### src/tisPkg.sv
// TPM TIS register block shared definitions
// Register map, command FSM states and the decoded host access
package tisPkg;

  localparam int NUM_LOCALITIES = 5;
  localparam logic [3:0] LOCALITY_NONE = 4'hF;
  localparam int RAM_ADDR_W = 11;   // 2 KiB command/response buffer
  localparam int HDR_BYTES = 6;     // Tag, then the 4-byte big-endian size

  // Register offsets within one locality, each register spans four bytes
  localparam logic [11:0] REG_OFS_ACCESS     = 12'h000;
  localparam logic [11:0] REG_OFS_INT_ENABLE = 12'h008;
  localparam logic [11:0] REG_OFS_INT_VECTOR = 12'h00C;
  localparam logic [11:0] REG_OFS_INT_STATUS = 12'h010;
  localparam logic [11:0] REG_OFS_STS        = 12'h018;
  localparam logic [11:0] REG_OFS_DATA_FIFO  = 12'h024;

  typedef enum logic [2:0] {
    REG_ACCESS,
    REG_INT_ENABLE,
    REG_INT_VECTOR,
    REG_INT_STATUS,
    REG_STS,
    REG_DATA_FIFO,
    REG_NONE
  } regId_e;

  // Low 3 bits count header bytes in the RX and TX groups
  typedef enum logic [4:0] {
    ST_IDLE    = 5'b00000,
    ST_READY   = 5'b00001,
    ST_EXEC    = 5'b00010,
    ST_RX_HDR0 = 5'b01000,
    ST_RX_HDR1 = 5'b01001,
    ST_RX_HDR2 = 5'b01010,
    ST_RX_HDR3 = 5'b01011,
    ST_RX_HDR4 = 5'b01100,
    ST_RX_HDR5 = 5'b01101,
    ST_RX_BODY = 5'b01110,
    ST_RX_LAST = 5'b01111,
    ST_TX_HDR0 = 5'b10000,
    ST_TX_HDR1 = 5'b10001,
    ST_TX_HDR2 = 5'b10010,
    ST_TX_HDR3 = 5'b10011,
    ST_TX_HDR4 = 5'b10100,
    ST_TX_HDR5 = 5'b10101,
    ST_TX_BODY = 5'b10110,
    ST_TX_LAST = 5'b10111
  } cmdState_e;

  typedef struct packed {
    logic       rdStb;     // One cycle per host read
    logic       wrStb;     // One cycle per host write
    regId_e     regId;
    logic [1:0] byteSel;
    logic [3:0] locality;
    logic [7:0] wrData;
  } busReq_t;

endpackage

### src/tisBusPort.sv
// TIS host bus port
// Four-phase byte handshake, address decode and the registered read byte
`timescale 1ns/1ps

module tisBusPort (
  input  logic            clk_i,
  input  logic            rstN_i,
  input  logic            dataReq_i,
  input  logic            dataWr_i,
  input  logic [15:0]     addr_i,
  input  logic [7:0]      data_i,
  input  logic [7:0]      accessRd_i,
  input  logic [7:0]      intRd_i,
  input  logic [7:0]      cmdRd_i,
  output tisPkg::busReq_t req_o,
  output logic [7:0]      data_o,
  output logic            dataRd_o,
  output logic            wrDone_o
);
  import tisPkg::*;

  logic [7:0] rdByte;

  always_comb begin
    req_o.rdStb    = dataReq_i && !dataRd_o;
    req_o.wrStb    = dataWr_i && !wrDone_o && !req_o.rdStb;  // Reads win a tie
    req_o.byteSel  = addr_i[1:0];
    req_o.locality = addr_i[15:12];
    req_o.wrData   = data_i;
    case (addr_i[11:2])
      REG_OFS_ACCESS[11:2]:     req_o.regId = REG_ACCESS;
      REG_OFS_INT_ENABLE[11:2]: req_o.regId = REG_INT_ENABLE;
      REG_OFS_INT_VECTOR[11:2]: req_o.regId = REG_INT_VECTOR;
      REG_OFS_INT_STATUS[11:2]: req_o.regId = REG_INT_STATUS;
      REG_OFS_STS[11:2]:        req_o.regId = REG_STS;
      REG_OFS_DATA_FIFO[11:2]:  req_o.regId = REG_DATA_FIFO;
      default:                  req_o.regId = REG_NONE;
    endcase
    if (addr_i[15:12] >= 4'(NUM_LOCALITIES)) req_o.regId = REG_NONE;
  end

  always_comb begin
    case (req_o.regId)
      REG_ACCESS:                                     rdByte = accessRd_i;
      REG_INT_ENABLE, REG_INT_VECTOR, REG_INT_STATUS: rdByte = intRd_i;
      REG_STS, REG_DATA_FIFO:                         rdByte = cmdRd_i;
      default:                                        rdByte = 8'hFF;
    endcase
  end

  always_ff @(posedge clk_i or negedge rstN_i) begin
    if (!rstN_i) begin
      data_o   <= 8'hFF;
      dataRd_o <= 1'b0;
      wrDone_o <= 1'b0;
    end else begin
      if (req_o.rdStb) begin
        data_o   <= rdByte;
        dataRd_o <= 1'b1;
      end else if (!dataReq_i) begin
        dataRd_o <= 1'b0;
      end
      if (req_o.wrStb) wrDone_o <= 1'b1;
      else if (!dataWr_i) wrDone_o <= 1'b0;  // Release once the host drops its write
    end
  end

endmodule

### src/tisLocalityArb.sv
// TIS locality arbitration
// TPM_ACCESS per-locality state, seize and relinquish hand-over
`timescale 1ns/1ps

module tisLocalityArb (
  input  logic            clk_i,
  input  logic            rstN_i,
  input  tisPkg::busReq_t req_i,
  output logic [3:0]      activeLocality_o,
  output logic            localityMatch_o,
  output logic [7:0]      accessRd_o,
  output logic            localityChange_o,
  output logic            cmdAbort_o
);
  import tisPkg::*;

  logic [NUM_LOCALITIES-1:0] requestUse;
  logic [NUM_LOCALITIES-1:0] beenSeized;
  logic [NUM_LOCALITIES-1:0] locHot;
  logic [NUM_LOCALITIES-1:0] activeHot;
  logic [NUM_LOCALITIES-1:0] nextHot;
  logic [3:0]                activeLocality;
  logic [3:0]                nextOwner;
  logic                      accessWr;
  logic                      noOwner;

  // One-hot masks, a shift by LOCALITY_NONE yields zero
  assign locHot    = NUM_LOCALITIES'(1) << req_i.locality;
  assign activeHot = NUM_LOCALITIES'(1) << activeLocality;
  assign nextHot   = NUM_LOCALITIES'(1) << nextOwner;

  // Highest requesting locality takes over on a relinquish
  always_comb begin
    nextOwner = LOCALITY_NONE;
    for (int i = 0; i < NUM_LOCALITIES; i++) begin
      if (requestUse[i]) nextOwner = 4'(i);
    end
  end

  assign noOwner          = activeLocality == LOCALITY_NONE;
  assign localityMatch_o  = req_i.locality == activeLocality;
  assign activeLocality_o = activeLocality;
  assign accessWr = req_i.wrStb && req_i.regId == REG_ACCESS && req_i.byteSel == 2'd0;

  assign accessRd_o = (req_i.byteSel != 2'd0) ? 8'h00 :
                      {1'b1, 1'b0, localityMatch_o, |(beenSeized & locHot), 1'b0,
                       |(requestUse & ~locHot), |(requestUse & locHot), 1'b0};

  // Lowest set bit of the written byte decides the action
  always_ff @(posedge clk_i or negedge rstN_i) begin
    if (!rstN_i) begin
      activeLocality   <= LOCALITY_NONE;
      requestUse       <= '0;
      beenSeized       <= '0;
      localityChange_o <= 1'b0;
      cmdAbort_o       <= 1'b0;
    end else begin
      localityChange_o <= 1'b0;
      cmdAbort_o       <= 1'b0;
      if (accessWr) begin
        if (req_i.wrData[1]) begin                       // requestUse
          if (noOwner) activeLocality <= req_i.locality;
          else if (!localityMatch_o) requestUse <= requestUse | locHot;
        end else if (req_i.wrData[3]) begin              // Seize
          if (noOwner) begin
            activeLocality <= req_i.locality;
          end else if (req_i.locality > activeLocality) begin
            activeLocality   <= req_i.locality;
            requestUse       <= requestUse & ~locHot;
            beenSeized       <= beenSeized | activeHot;
            localityChange_o <= |(requestUse & locHot);
            cmdAbort_o       <= 1'b1;
          end
        end else if (req_i.wrData[4]) begin              // Clear beenSeized
          beenSeized <= beenSeized & ~locHot;
        end else if (req_i.wrData[5]) begin              // Relinquish
          if (localityMatch_o) begin
            activeLocality   <= nextOwner;
            requestUse       <= requestUse & ~nextHot;
            localityChange_o <= nextOwner != LOCALITY_NONE;
            cmdAbort_o       <= 1'b1;
          end else begin
            requestUse <= requestUse & ~locHot;  // Withdraw a pending request
          end
        end
      end
    end
  end

endmodule

### src/tisIntCtrl.sv
// TIS interrupt control
// Enable, vector and status registers for dataAvail and localityChange
`timescale 1ns/1ps

module tisIntCtrl (
  input  logic            clk_i,
  input  logic            rstN_i,
  input  tisPkg::busReq_t req_i,
  input  logic            localityMatch_i,
  input  logic            localityChange_i,
  input  logic            dataAvailSet_i,
  output logic [7:0]      intRd_o,
  output logic [3:0]      irqNum_o,
  output logic            interrupt_o
);
  import tisPkg::*;

  logic       dataAvailEn;
  logic       locChangeEn;
  logic       globalEn;
  logic [3:0] vector;
  logic       dataAvailSts;
  logic       locChangeSts;
  logic       armed;
  logic       ownerWr;

  assign armed       = globalEn && |vector;
  assign ownerWr     = req_i.wrStb && localityMatch_i;
  assign irqNum_o    = vector;
  assign interrupt_o = armed && (dataAvailSts || locChangeSts);

  always_comb begin
    intRd_o = 8'h00;
    case (req_i.regId)
      REG_INT_ENABLE: begin
        if (req_i.byteSel == 2'd0) intRd_o = {3'b000, 2'b01, locChangeEn, 1'b0, dataAvailEn};
        if (req_i.byteSel == 2'd3) intRd_o = {globalEn, 7'h00};
      end
      REG_INT_VECTOR: if (req_i.byteSel == 2'd0) intRd_o = {4'h0, vector};
      REG_INT_STATUS: if (req_i.byteSel == 2'd0) intRd_o = {5'b0, locChangeSts, 1'b0, dataAvailSts};
      default: intRd_o = 8'hFF;
    endcase
  end

  always_ff @(posedge clk_i or negedge rstN_i) begin
    if (!rstN_i) begin
      dataAvailEn  <= 1'b0;
      locChangeEn  <= 1'b0;
      globalEn     <= 1'b0;
      vector       <= 4'h0;
      dataAvailSts <= 1'b0;
      locChangeSts <= 1'b0;
    end else begin
      if (ownerWr && req_i.byteSel == 2'd0) begin
        case (req_i.regId)
          REG_INT_ENABLE: begin
            dataAvailEn <= req_i.wrData[0];
            locChangeEn <= req_i.wrData[2];
          end
          REG_INT_VECTOR: vector <= req_i.wrData[3:0];
          REG_INT_STATUS: begin  // Write 1 to clear
            if (req_i.wrData[0]) dataAvailSts <= 1'b0;
            if (req_i.wrData[2]) locChangeSts <= 1'b0;
          end
          default: ;
        endcase
      end
      if (ownerWr && req_i.regId == REG_INT_ENABLE && req_i.byteSel == 2'd3)
        globalEn <= req_i.wrData[7];
      // A new event wins over a clear in the same cycle
      if (dataAvailSet_i && dataAvailEn && armed) dataAvailSts <= 1'b1;
      if (localityChange_i && locChangeEn && armed) locChangeSts <= 1'b1;
    end
  end

endmodule

### src/tisCmdFifo.sv
// TIS command FIFO engine
// TPM_STS and TPM_DATA_FIFO state machine with the byte-wide RAM port
`timescale 1ns/1ps

module tisCmdFifo (
  input  logic                          clk_i,
  input  logic                          rstN_i,
  input  tisPkg::busReq_t               req_i,
  input  logic                          localityMatch_i,
  input  logic                          cmdAbort_i,
  output logic [7:0]                    cmdRd_o,
  output logic                          dataAvailSet_o,
  output logic                          exec_o,
  input  logic                          complete_i,
  output logic                          abort_o,
  output logic [tisPkg::RAM_ADDR_W-1:0] ramAddr_o,
  input  logic [7:0]                    ramRdData_i,
  output logic [7:0]                    ramWrData_o,
  output logic                          ramWr_o,
  output logic                          ramRd_o
);
  import tisPkg::*;

  cmdState_e   state;
  cmdState_e   stepState;
  logic [31:0] fifoLeft;
  logic [31:0] stepLeft;
  logic [7:0]  xferByte;
  logic        lastByte;
  logic        expectByte;
  logic        dataAvail;
  logic        commandReady;
  logic        inTx;
  logic        readable;
  logic        stsWr;
  logic        fifoWr;
  logic        fifoRd;
  logic        abortReq;

  assign inTx     = state inside {[ST_TX_HDR0:ST_TX_LAST]};
  assign readable = localityMatch_i && dataAvail && inTx && state != ST_TX_LAST;
  assign stsWr    = req_i.wrStb && req_i.regId == REG_STS && localityMatch_i &&
                    req_i.byteSel == 2'd0;
  assign fifoWr   = req_i.wrStb && req_i.regId == REG_DATA_FIFO && localityMatch_i &&
                    expectByte;
  assign fifoRd   = req_i.rdStb && req_i.regId == REG_DATA_FIFO && readable;
  assign abortReq = stsWr && req_i.wrData[6] && state != ST_IDLE;  // commandReady mid-command
  assign ramRd_o  = ~ramWr_o;

  // Header walk and length countdown, shared by reception and completion
  always_comb begin
    xferByte  = inTx ? ramRdData_i : req_i.wrData;
    stepState = (state == ST_READY) ? ST_RX_HDR1 : cmdState_e'(state + 5'd1);
    stepLeft  = fifoLeft;
    lastByte  = 1'b0;
    case (state[2:0])
      3'd2: stepLeft[31:24] = xferByte;
      3'd3: stepLeft[23:16] = xferByte;
      3'd4: stepLeft[15:8]  = xferByte;
      3'd5: stepLeft = {fifoLeft[31:8], xferByte} - 32'(HDR_BYTES + 1);
      3'd6: begin
        stepLeft = fifoLeft - 32'd1;
        lastByte = fifoLeft == 32'd0;
        if (!lastByte) stepState = state;
      end
      default: ;
    endcase
  end

  always_comb begin
    cmdRd_o = 8'hFF;
    if (localityMatch_i) begin
      if (req_i.regId == REG_STS) begin
        case (req_i.byteSel)
          2'd0:    cmdRd_o = {1'b1, commandReady, 1'b0, dataAvail, expectByte, 3'b000};
          2'd1:    cmdRd_o = 8'h01;     // Static burst count
          default: cmdRd_o = 8'h00;
        endcase
      end else if (req_i.regId == REG_DATA_FIFO && readable) begin
        cmdRd_o = ramRdData_i;
      end
    end
  end

  always_ff @(posedge clk_i) begin
    if (fifoWr) ramWrData_o <= req_i.wrData;
  end

  always_ff @(posedge clk_i or negedge rstN_i) begin
    if (!rstN_i) begin
      state          <= ST_IDLE;
      fifoLeft       <= '0;
      expectByte     <= 1'b0;
      dataAvail      <= 1'b0;
      commandReady   <= 1'b0;
      exec_o         <= 1'b0;
      abort_o        <= 1'b0;
      dataAvailSet_o <= 1'b0;
      ramAddr_o      <= '1;
      ramWr_o        <= 1'b0;
    end else begin
      ramWr_o        <= 1'b0;
      dataAvailSet_o <= 1'b0;
      if (cmdAbort_i || abortReq) begin
        state        <= ST_IDLE;
        fifoLeft     <= '0;
        expectByte   <= 1'b0;
        dataAvail    <= 1'b0;
        commandReady <= 1'b0;
        exec_o       <= 1'b0;
        abort_o      <= state != ST_TX_LAST;  // Normal end after the last byte
        ramAddr_o    <= '1;   // Next write lands at 0
      end else if (exec_o && complete_i) begin
        exec_o         <= 1'b0;
        state          <= ST_TX_HDR0;
        dataAvail      <= 1'b1;
        dataAvailSet_o <= !dataAvail;
      end else if (stsWr) begin
        if (state == ST_IDLE && req_i.wrData[6]) begin
          state        <= ST_READY;
          expectByte   <= 1'b1;
          commandReady <= 1'b1;
          abort_o      <= 1'b0;
        end else if (state == ST_RX_LAST && req_i.wrData[5]) begin  // tpmGo
          state     <= ST_EXEC;
          exec_o    <= 1'b1;
          ramAddr_o <= '0;
        end else if (inTx && req_i.wrData[1]) begin                 // responseRetry
          state          <= ST_TX_HDR0;
          ramAddr_o      <= '0;
          dataAvail      <= 1'b1;
          dataAvailSet_o <= !dataAvail;
        end
      end else if (fifoWr) begin
        ramAddr_o    <= ramAddr_o + 1'b1;
        ramWr_o      <= 1'b1;
        state        <= stepState;
        fifoLeft     <= stepLeft;
        commandReady <= 1'b0;
        if (lastByte) expectByte <= 1'b0;
      end else if (fifoRd) begin
        ramAddr_o <= ramAddr_o + 1'b1;
        state     <= stepState;
        fifoLeft  <= stepLeft;
        if (lastByte) dataAvail <= 1'b0;
      end
    end
  end

endmodule

### src/tisRegs.sv
// TPM TIS register block top level
// Connects the bus port, locality arbiter, interrupt control and command FIFO
`timescale 1ns/1ps

module tisRegs (
  input  logic                          clk_i,
  input  logic                          rstN_i,
  // Host side
  input  logic                          dataReq_i,
  input  logic                          dataWr_i,
  input  logic [15:0]                   addr_i,
  input  logic [7:0]                    data_i,
  output logic [7:0]                    data_o,
  output logic                          dataRd_o,
  output logic                          wrDone_o,
  output logic [3:0]                    irqNum_o,
  output logic                          interrupt_o,
  // MCU side
  output logic                          exec_o,
  input  logic                          complete_i,
  output logic                          abort_o,
  // RAM side
  output logic [tisPkg::RAM_ADDR_W-1:0] ramAddr_o,
  input  logic [7:0]                    ramRdData_i,
  output logic [7:0]                    ramWrData_o,
  output logic                          ramWr_o,
  output logic                          ramRd_o
);
  import tisPkg::*;

  busReq_t    busReq;
  logic [3:0] activeLocality;
  logic       localityMatch;
  logic [7:0] accessRd;
  logic [7:0] intRd;
  logic [7:0] cmdRd;
  logic       localityChange;
  logic       cmdAbort;
  logic       dataAvailSet;

  tisBusPort u_busPort (
    .clk_i, .rstN_i, .dataReq_i, .dataWr_i, .addr_i, .data_i,
    .accessRd_i (accessRd),
    .intRd_i    (intRd),
    .cmdRd_i    (cmdRd),
    .req_o      (busReq),
    .data_o, .dataRd_o, .wrDone_o
  );

  tisLocalityArb u_localityArb (
    .clk_i, .rstN_i,
    .req_i            (busReq),
    .activeLocality_o (activeLocality),
    .localityMatch_o  (localityMatch),
    .accessRd_o       (accessRd),
    .localityChange_o (localityChange),
    .cmdAbort_o       (cmdAbort)
  );

  tisIntCtrl u_intCtrl (
    .clk_i, .rstN_i,
    .req_i            (busReq),
    .localityMatch_i  (localityMatch),
    .localityChange_i (localityChange),
    .dataAvailSet_i   (dataAvailSet),
    .intRd_o          (intRd),
    .irqNum_o, .interrupt_o
  );

  tisCmdFifo u_cmdFifo (
    .clk_i, .rstN_i,
    .req_i           (busReq),
    .localityMatch_i (localityMatch),
    .cmdAbort_i      (cmdAbort),
    .cmdRd_o         (cmdRd),
    .dataAvailSet_o  (dataAvailSet),
    .exec_o, .complete_i, .abort_o,
    .ramAddr_o, .ramRdData_i, .ramWrData_o, .ramWr_o, .ramRd_o
  );

endmodule

### config.mk
export PLATFORM = sky130hd
export DESIGN_NAME = tisRegs
export DESIGN_NICKNAME = d
export VERILOG_FILES = /design/src/tisPkg.sv /design/src/tisBusPort.sv /design/src/tisLocalityArb.sv /design/src/tisIntCtrl.sv /design/src/tisCmdFifo.sv /design/src/tisRegs.sv
export SDC_FILE = /design/constraint.sdc
export NUM_CORES = 1
export LEC_CHECK = 0
export BUFFER_PORTS_ARGS = -buffer_cell sky130_fd_sc_hd__buf_2
export CORE_AREA = 2 2 153 170
export DETAILED_ROUTE_END_ITERATION = 10
export DIE_AREA = 0 0 155 172
export GPL_TIMING_DRIVEN = 0
export MAX_ROUTING_LAYER = met4
export PLACE_DENSITY = 0.54
export SLEW_MARGIN = 40
export SYNTH_ARGS = -nofsm -noshare
export SYNTH_HDL_FRONTEND = slang
export SYNTH_SLANG_ARGS = --single-unit
export TNS_END_PERCENT = 50
### constraint.sdc
create_clock -name clk_i -period 9.5 [get_ports clk_i]
set_input_delay 1.9 -clock clk_i [delete_from_list [all_inputs] [get_ports clk_i]]
set_output_delay 1.9 -clock clk_i [all_outputs]
set_load 0.005 [all_outputs]
==> impl_metrics.tcl, run 1 <==
set metrics [dict create \
    ys_top_cells_by_area "dfrtp_1 (23%), dfstp_2 (8.2%), a21oi_1 (4.4%), o21ai_0 (4.2%), nor3_1 (3.5%)" \
    placed_cells 1281 \
    hpwl_um 20000 \
    p_leak_nw 3.40 \
    fin_area_um2 8530 \
    r2r_end "u_cmdFifo.fifoLeft[10]" \
    die_x_um 155 \
    r2r-start "u_cmdFifo.state[0]" \
    worstRegToRegCells 14 \
    critPathCapture "u_cmdFifo.fifoLeft[14]" \
    critPathCaptureType "flop" \
    synth-edff-count 8 \
    fmax_mhz 200 \
    die_h_um 172 \
    yosys_warnings 0 \
    syn_inst 891 \
    synth_top_area_cell "dfrtp_1" \
    maxCapViolCount 0 \
    cts_root_buf "clkbuf_16" \
    gp_congestion 0.928 \
    htreeDepth 3 \
    grt_max_degree 49 \
    dr_wl_met2_um 13000 \
    core_area_um2 25000 \
    r2r_setup_slack_ns 4.75 \
    hold_viol 0 \
    synth_cell_types 78 \
    fin_tns_setup_ns 0 \
    nNetsFinal 1027 \
    post-route-util_pct 34.2 \
    drtPass1Iterations 6 \
    worstPathRequired_ns 9.69 \
    wl_met1_um 11400 \
    postRouteWirelength_um 26900 \
    initial_core_util_pct 29.4 \
    numCtsBuffers 9 \
    track_usage_pct 20.9 \
    power.density_nw_per_um2 109 \
    grt_pass1_vias 7547 \
    ant_nets 0 \
    min_path_type "flop to flop" \
    netlist_area_um2 7340 \
    worstSetupPathType "input pin to flop" \
    placed_area_um2 8180 \
    grt_overflow 0 \
    die_area_um2 26700 \
    yosysSeqAreaShare_pct 34.3 \
    syn2layout_area_growth_pct 16.1 \
    yosysTopAreaCellShare_pct 22.8 \
    drc 0 \
    cts_tree "done" \
    portBuffers 73 \
    drive_gt1_share_pct 16.7 \
    start_kind "input pin" \
    rows 61 \
    fin_skew_ns 0.0133 \
    hold_buffers 0 \
    max_slew_margin_pct 44.5 \
    cts_max_path_buffers 2 \
    clk_pin_slew_ns 0.07 \
    outcome "complete, no violations" \
    synth.avg_cell_area_um2 8.24 \
    met3RoutedLength_um 1680 \
    post-route-period-util_pct 52.6 \
    vias 7811 \
    ys_seq_elements 98 \
    cts.sinks 98 \
    finalCriticalPeriod_ns 5.00 \
    post-cts-setup-buffers 0 \
    rsz0062_at_grt "no" \
    slew_viol_final 0 \
    synthArstFlopShare_pct 91.8 \
    synth_nets 941 \
    wl_per_cell_um 20.7 \
    setup_viol 0 \
    crit_fanout 10 \
    cts_resized 0 \
    final_cells 1297 \
    grt_pass1_wl_um 42600 \
    antenna_cells 0 \
    ir_drop_mv 0.0780 \
    viasPerCell 6.02 \
    antenna_found_initial 0 \
    top_layer "met4" \
    cp_data_arrival_time_ns 5.19 \
    synth-main-ff-cell "dfrtp_1" \
    clk_latency_ns 0.37 \
    critPathLaunch "addr_i[12]" \
    ios 75 \
    dr.first_iter.drc_count 728 \
    tightest_slew_ns 0.824 \
]
cell usage in the layout (no fill, tap or decap), types with 15 or more instances in the layout:
cell type / count
a21oi_1: 64
a31oi_1: 21
buf_2: 81
clkbuf_1: 45
dfrtp_1: 67
dfstp_2: 23
inv_1: 26
mux2_2: 17
nand2_1: 65
nand3_1: 38
nand4_1: 15
nor2_1: 65
nor3_1: 52
nor4_1: 22
o211ai_1: 22
o21ai_0: 61
o31ai_1: 23
final cells by class:
type | count | area (um2)
Sequential cell | 98 | 2520
Clock buffer | 10 | 239
Fill cell | 2612 | 16400
Tap cell | 315 | 394
Buffer | 58 | 233
Multi-Input combinational cell | 709 | 4540
Inverter | 26 | 97.6
Clock inverter | 6 | 95.1
Timing Repair Buffer | 75 | 413
per-layer routing:
metal  up-vias  track usage [%]
met2       330             34.1
met1      3801             26.5
li1       3608                -
met3        72             2.91
met5         -                -
met4         0             7.69
how the worst min path moves through the flow:
stage | from | end | slack, ns | cells after the start
2_1_floorplan | u_localityArb.beenSeized[4] | u_localityArb.beenSeized[4] | 0.46 | 2
3_3_place_gp | u_cmdFifo.abort_o | u_cmdFifo.abort_o | 0.49 | 2
3_5_place_dp | u_busPort.data_o[3] | u_busPort.data_o[3] | 0.50 | 2
4_1_cts | u_busPort.data_o[3] | u_busPort.data_o[3] | 0.51 | 2
5_1_grt | u_busPort.data_o[1] | u_busPort.data_o[1] | 0.53 | 2
6_report | u_busPort.data_o[3] | u_busPort.data_o[3] | 0.51 | 2
per-stage QoR:
stage	total power, mW	setup slack [ns]	hold slack, ns
3_3_place_gp	0.509	4.05	0.487
3_5_place_dp	0.511	4.07	0.496
5_1_grt	0.961	4.30	0.531
2_1_floorplan	0.469	5.12	0.465
4_1_cts	0.937	4.45	0.507
6_report	0.928	4.50	0.506
worst max-delay path: stages:
cell	delay (ns)
buf_2	0.18
inv_1	0.11
ha_1	0.30
nand4_1	0.43
nor4_2	0.66
a41o_1	0.29
buf_2	0.25
a21oi_1	0.21
a2111oi_0	0.62
a32oi_1	0.22
cell usage after synthesis (22+ instances only):
| master | number |
|---|---|
| dfrtp_1 | 67 |
| nor2_1 | 66 |
| nand2_1 | 65 |
| a21oi_1 | 64 |
| o21ai_0 | 61 |
| nor3_1 | 52 |
| clkbuf_1 | 45 |
| nand3_1 | 38 |
| inv_1 | 26 |
| nor4_1 | 25 |
| o31ai_1 | 24 |
| dfstp_2 | 23 |
| o211ai_1 | 22 |
flip-flops by register name, summed over array words and instances, names as in the netlist, 4 cells and up:
register                        count
u_cmdFifo.fifoLeft                 32
u_cmdFifo.ramAddr_o                11
u_busPort.data_o                    8
u_cmdFifo.ramWrData_o               8
u_cmdFifo.state                     5
u_localityArb.beenSeized            5
u_localityArb.requestUse            5
u_intCtrl.irqNum_o                  4
u_localityArb.activeLocality_o      4
where the power goes:
| group | internal [mW] | switching [mW] |
|---|---|---|
| Combinational | 0.0244 | 0.0552 |
| Clock | 0.242 | 0.182 |
| Sequential | 0.423 | 0.00148 |
logic make-up (layout without fill, tap and decap cells):
family	after synthesis	in the layout	synth area share [%]
muxes	27	27	3.97
and+or+nand+nor	352	352	25.3
DFF	98	98	34.3
xor gates and xnor gates	12	12	1.43
buffers and inverters	84	175	4.50
AOI/OAI and AO/OA	305	305	28.3
adders and majority gates	13	13	2.21
(Power assumes the default switching activity.)
==> run 2: changes to the inputs <==
- ABC_AREA: unset -> 1
- CORE_AREA: 2 2 153 170 -> 2 2 162 179
- DIE_AREA: 0 0 155 172 -> 0 0 164 181
- clock period: 9.5 -> 4.8 ns (I/O delays scaled with it)
==> run 2 against run 1 <==
  * Wire length up 9.6%
  * Clock power up 84%
  * Via count up 15%
  * Die area up 11%
  * Sequential power up 97%
  * Clock skew down 0.0066 ns
  * Sequential share of layout area down 2.8 points
  * Power up 92%
  * Design area up 10%
  * Largest cell class unchanged
  * Highest routed layer unchanged
==> impl_metrics.tcl, run 2 <==
set metrics [dict create \
    cts_resized 0 \
    max_slew_margin_pct 43.8 \
    cpMostUsedCell "nand2_1" \
    die_x_um 164 \
    layout_commonest_cell "nand2_1" \
    numCtsBuffers 9 \
    synth_top_family_by_area "simple AND/OR/NAND/NOR gates" \
    post-cts-setup-buffers 0 \
    initial_core_util_pct 29.7 \
    synthAdderAreaFrac_pct 1.97 \
    critPathCaptureType "flop" \
    track_usage_pct 20.7 \
    r2r_end "u_cmdFifo.fifoLeft[9]" \
    dr.first_iter.drc_count 705 \
    reg_top3 "u_cmdFifo.fifoLeft (32), u_cmdFifo.ramAddr_o (11)" \
    outcome "complete, no violations" \
    syn_inst 1307 \
    drtPass1Iterations 5 \
    crit_family "buffers and inverters" \
    ir_drop_mv 0.182 \
    syn2layout_area_growth_pct 14.2 \
    drc 0 \
    worstSetupPathType "flop to flop" \
    r2r-start "u_cmdFifo.state[1]" \
    min_path_type "input pin to asynchronous set/reset pin" \
    fin_skew_ns 0.00670 \
    power.density_nw_per_um2 189 \
    yosysSeqAreaShare_pct 30.6 \
    rsz0062_at_grt "no" \
    ant_nets 0 \
    p_leak_nw 4.79 \
    regArea_um2 2520 \
    synth_xor_area_share_pct 1.27 \
    ios 75 \
    antenna_found_initial 0 \
    synth_cell_types 55 \
    multi_input_area_um2 4940 \
    ys_top_cells_by_area "dfrtp_1 (20%), nand2_1 (16%), nand3_1 (8.1%), nor2_1 (7.7%), inv_1 (7.6%)" \
    yosys-top-cells-count "nand2_1 (358), nor2_1 (169), inv_1 (167)" \
    maxCapViolCount 0 \
    tightest_slew_ns 0.840 \
    grt_pass1_wl_um 46300 \
    fin_area_um2 9420 \
    portBuffers 74 \
    placed_area_um2 9110 \
    finalCriticalPeriod_ns 3.47 \
    hold_buffers 0 \
    rows 64 \
    hpwl_um 22800 \
    yosys_warnings 0 \
    r2r_setup_slack_ns 1.33 \
    largest_reg_flops 32 \
    antenna_cells 0 \
    die_area_um2 29700 \
    synth_top_area_cell "dfrtp_1" \
    postRouteWirelength_um 29500 \
    final_cell_mix "nand2_1 (358), nor2_1 (169), inv_1 (167)" \
    top_register "u_cmdFifo.fifoLeft" \
    hold_viol 0 \
    synthMuxAreaShare_pct 0.137 \
    cp_data_arrival_time_ns 3.74 \
    synth-main-ff-cell "dfrtp_1" \
    worstRegToRegCells 11 \
    synth-edff-count 8 \
    synthArstFlopShare_pct 91.8 \
    synth_compound_area_share_pct 14.4 \
    cp_slowest_cell "nor2_1" \
    max_stage_delay_ns 0.69 \
    htreeDepth 3 \
    cts_max_path_buffers 2 \
    fmax_mhz 288 \
    n_fill_cell 3046 \
    clk_pin_slew_ns 0.07 \
    viasPerCell 5.11 \
    yosysTopAreaCellShare_pct 20.3 \
    start_kind "flop" \
    netlist_area_um2 8250 \
    fin_tns_setup_ns 0 \
    die_h_um 181 \
    grt_max_degree 55 \
    setup_viol 0 \
    clk_latency_ns 0.37 \
    slew_viol_final 0 \
    yosysMostFrequentCell "nand2_1" \
    gp_congestion 0.961 \
    drive_gt1_share_pct 13.0 \
    ys_seq_elements 98 \
    cts_tree "done" \
    core_area_um2 27800 \
    cts.sinks 98 \
    wl_per_cell_um 16.7 \
    vias 8992 \
    crit_fanout 10 \
    post-route-period-util_pct 72.3 \
    nNetsFinal 1443 \
    grt_pass1_vias 8404 \
    cp_num_buf_inv 4 \
    worstPathRequired_ns 5.07 \
    cts_root_buf "clkbuf_16" \
    synth_nets 1357 \
    crit_chain "inv_1 -> ha_1 -> nand2_1 -> inv_1 -> nor2_1 -> inv_2 -> clkbuf_1 -> o211ai_1 -> a21oi_1 -> nand2_1 -> nand2_1" \
    synth.avg_cell_area_um2 6.31 \
    yosys.area_share.simple_pct 42.1 \
    grt_overflow 0 \
]
[run 2: changes by cell type in the layout (fill, tap and decap cells not counted), moves of 19 or more]
cell,change
clkbuf_1,-33
inv_1,+141
nand2_1,+293
nand3_1,+95
nor2_1,+104
nor3_1,-32
o21ai_0,+31
o21ai_1,+19
[run 2: worst max-delay path by stage]
| stage | start | to | cells past startpoint |
|---|---|---|---|
| 3_3_place_gp | addr_i[15] | u_cmdFifo.fifoLeft[3] | 16 |
| 5_1_grt | addr_i[15] | u_cmdFifo.fifoLeft[3] | 16 |
| 6_report | u_cmdFifo.state[1] | u_cmdFifo.fifoLeft[9] | 11 |
| 4_1_cts | addr_i[15] | u_cmdFifo.ramAddr_o[7] | 15 |
| 2_1_floorplan | addr_i[15] | u_cmdFifo.fifoLeft[3] | 15 |
| 3_5_place_dp | addr_i[15] | u_cmdFifo.fifoLeft[3] | 16 |
[run 2: kinds of logic after synthesis]
family,count (synthesis)
buffers and inverters,200
muxes,1
xor gates and xnor gates,12
AOI/OAI and AO/OA,212
and+or+nand+nor,771
adders and majority gates,13
DFF,98
[run 2: area by class of cell]
| class | count | area share, % |
|---|---|---|
| buffer | 25 | 1.37 |
| clock buffer | 11 | 2.58 |
| clock inverter | 5 | 0.678 |
| inverter | 175 | 6.98 |
| multi-input combinational | 1009 | 52.5 |
| sequential | 98 | 26.8 |
| tap | 363 | 4.82 |
| timing repair buffer | 75 | 4.33 |
[run 2: stage by stage]
stage	cells	power (mW)	util [%]	hold WS [ns]	worst slack [ns]
floorplan	1307	0.934	-	0.442	1.95
global placement	1744	1.01	32.7	0.468	1.05
detailed placement	1745	1.01	32.8	0.468	1.02
CTS	1761	1.81	33.9	0.470	1.40
global route	1761	1.85	33.9	0.484	1.20
finish	1761	1.78	33.9	0.469	1.33
[run 2: power by group]
part	switching (mW)	leakage [nW]	internal, mW
logic	0.115	3.43	0.0455
registers	0.00122	1.21	0.837
clock network	0.359	0.146	0.423
[run 2: per-layer routing]
layer,track usage (%),routed length [um],vias up
met5,-,0,-
met4,5.47,548,0
met3,2.23,1350,41
met2,34.4,14100,251
met1,26.7,13400,4243
li1,-,-,4457
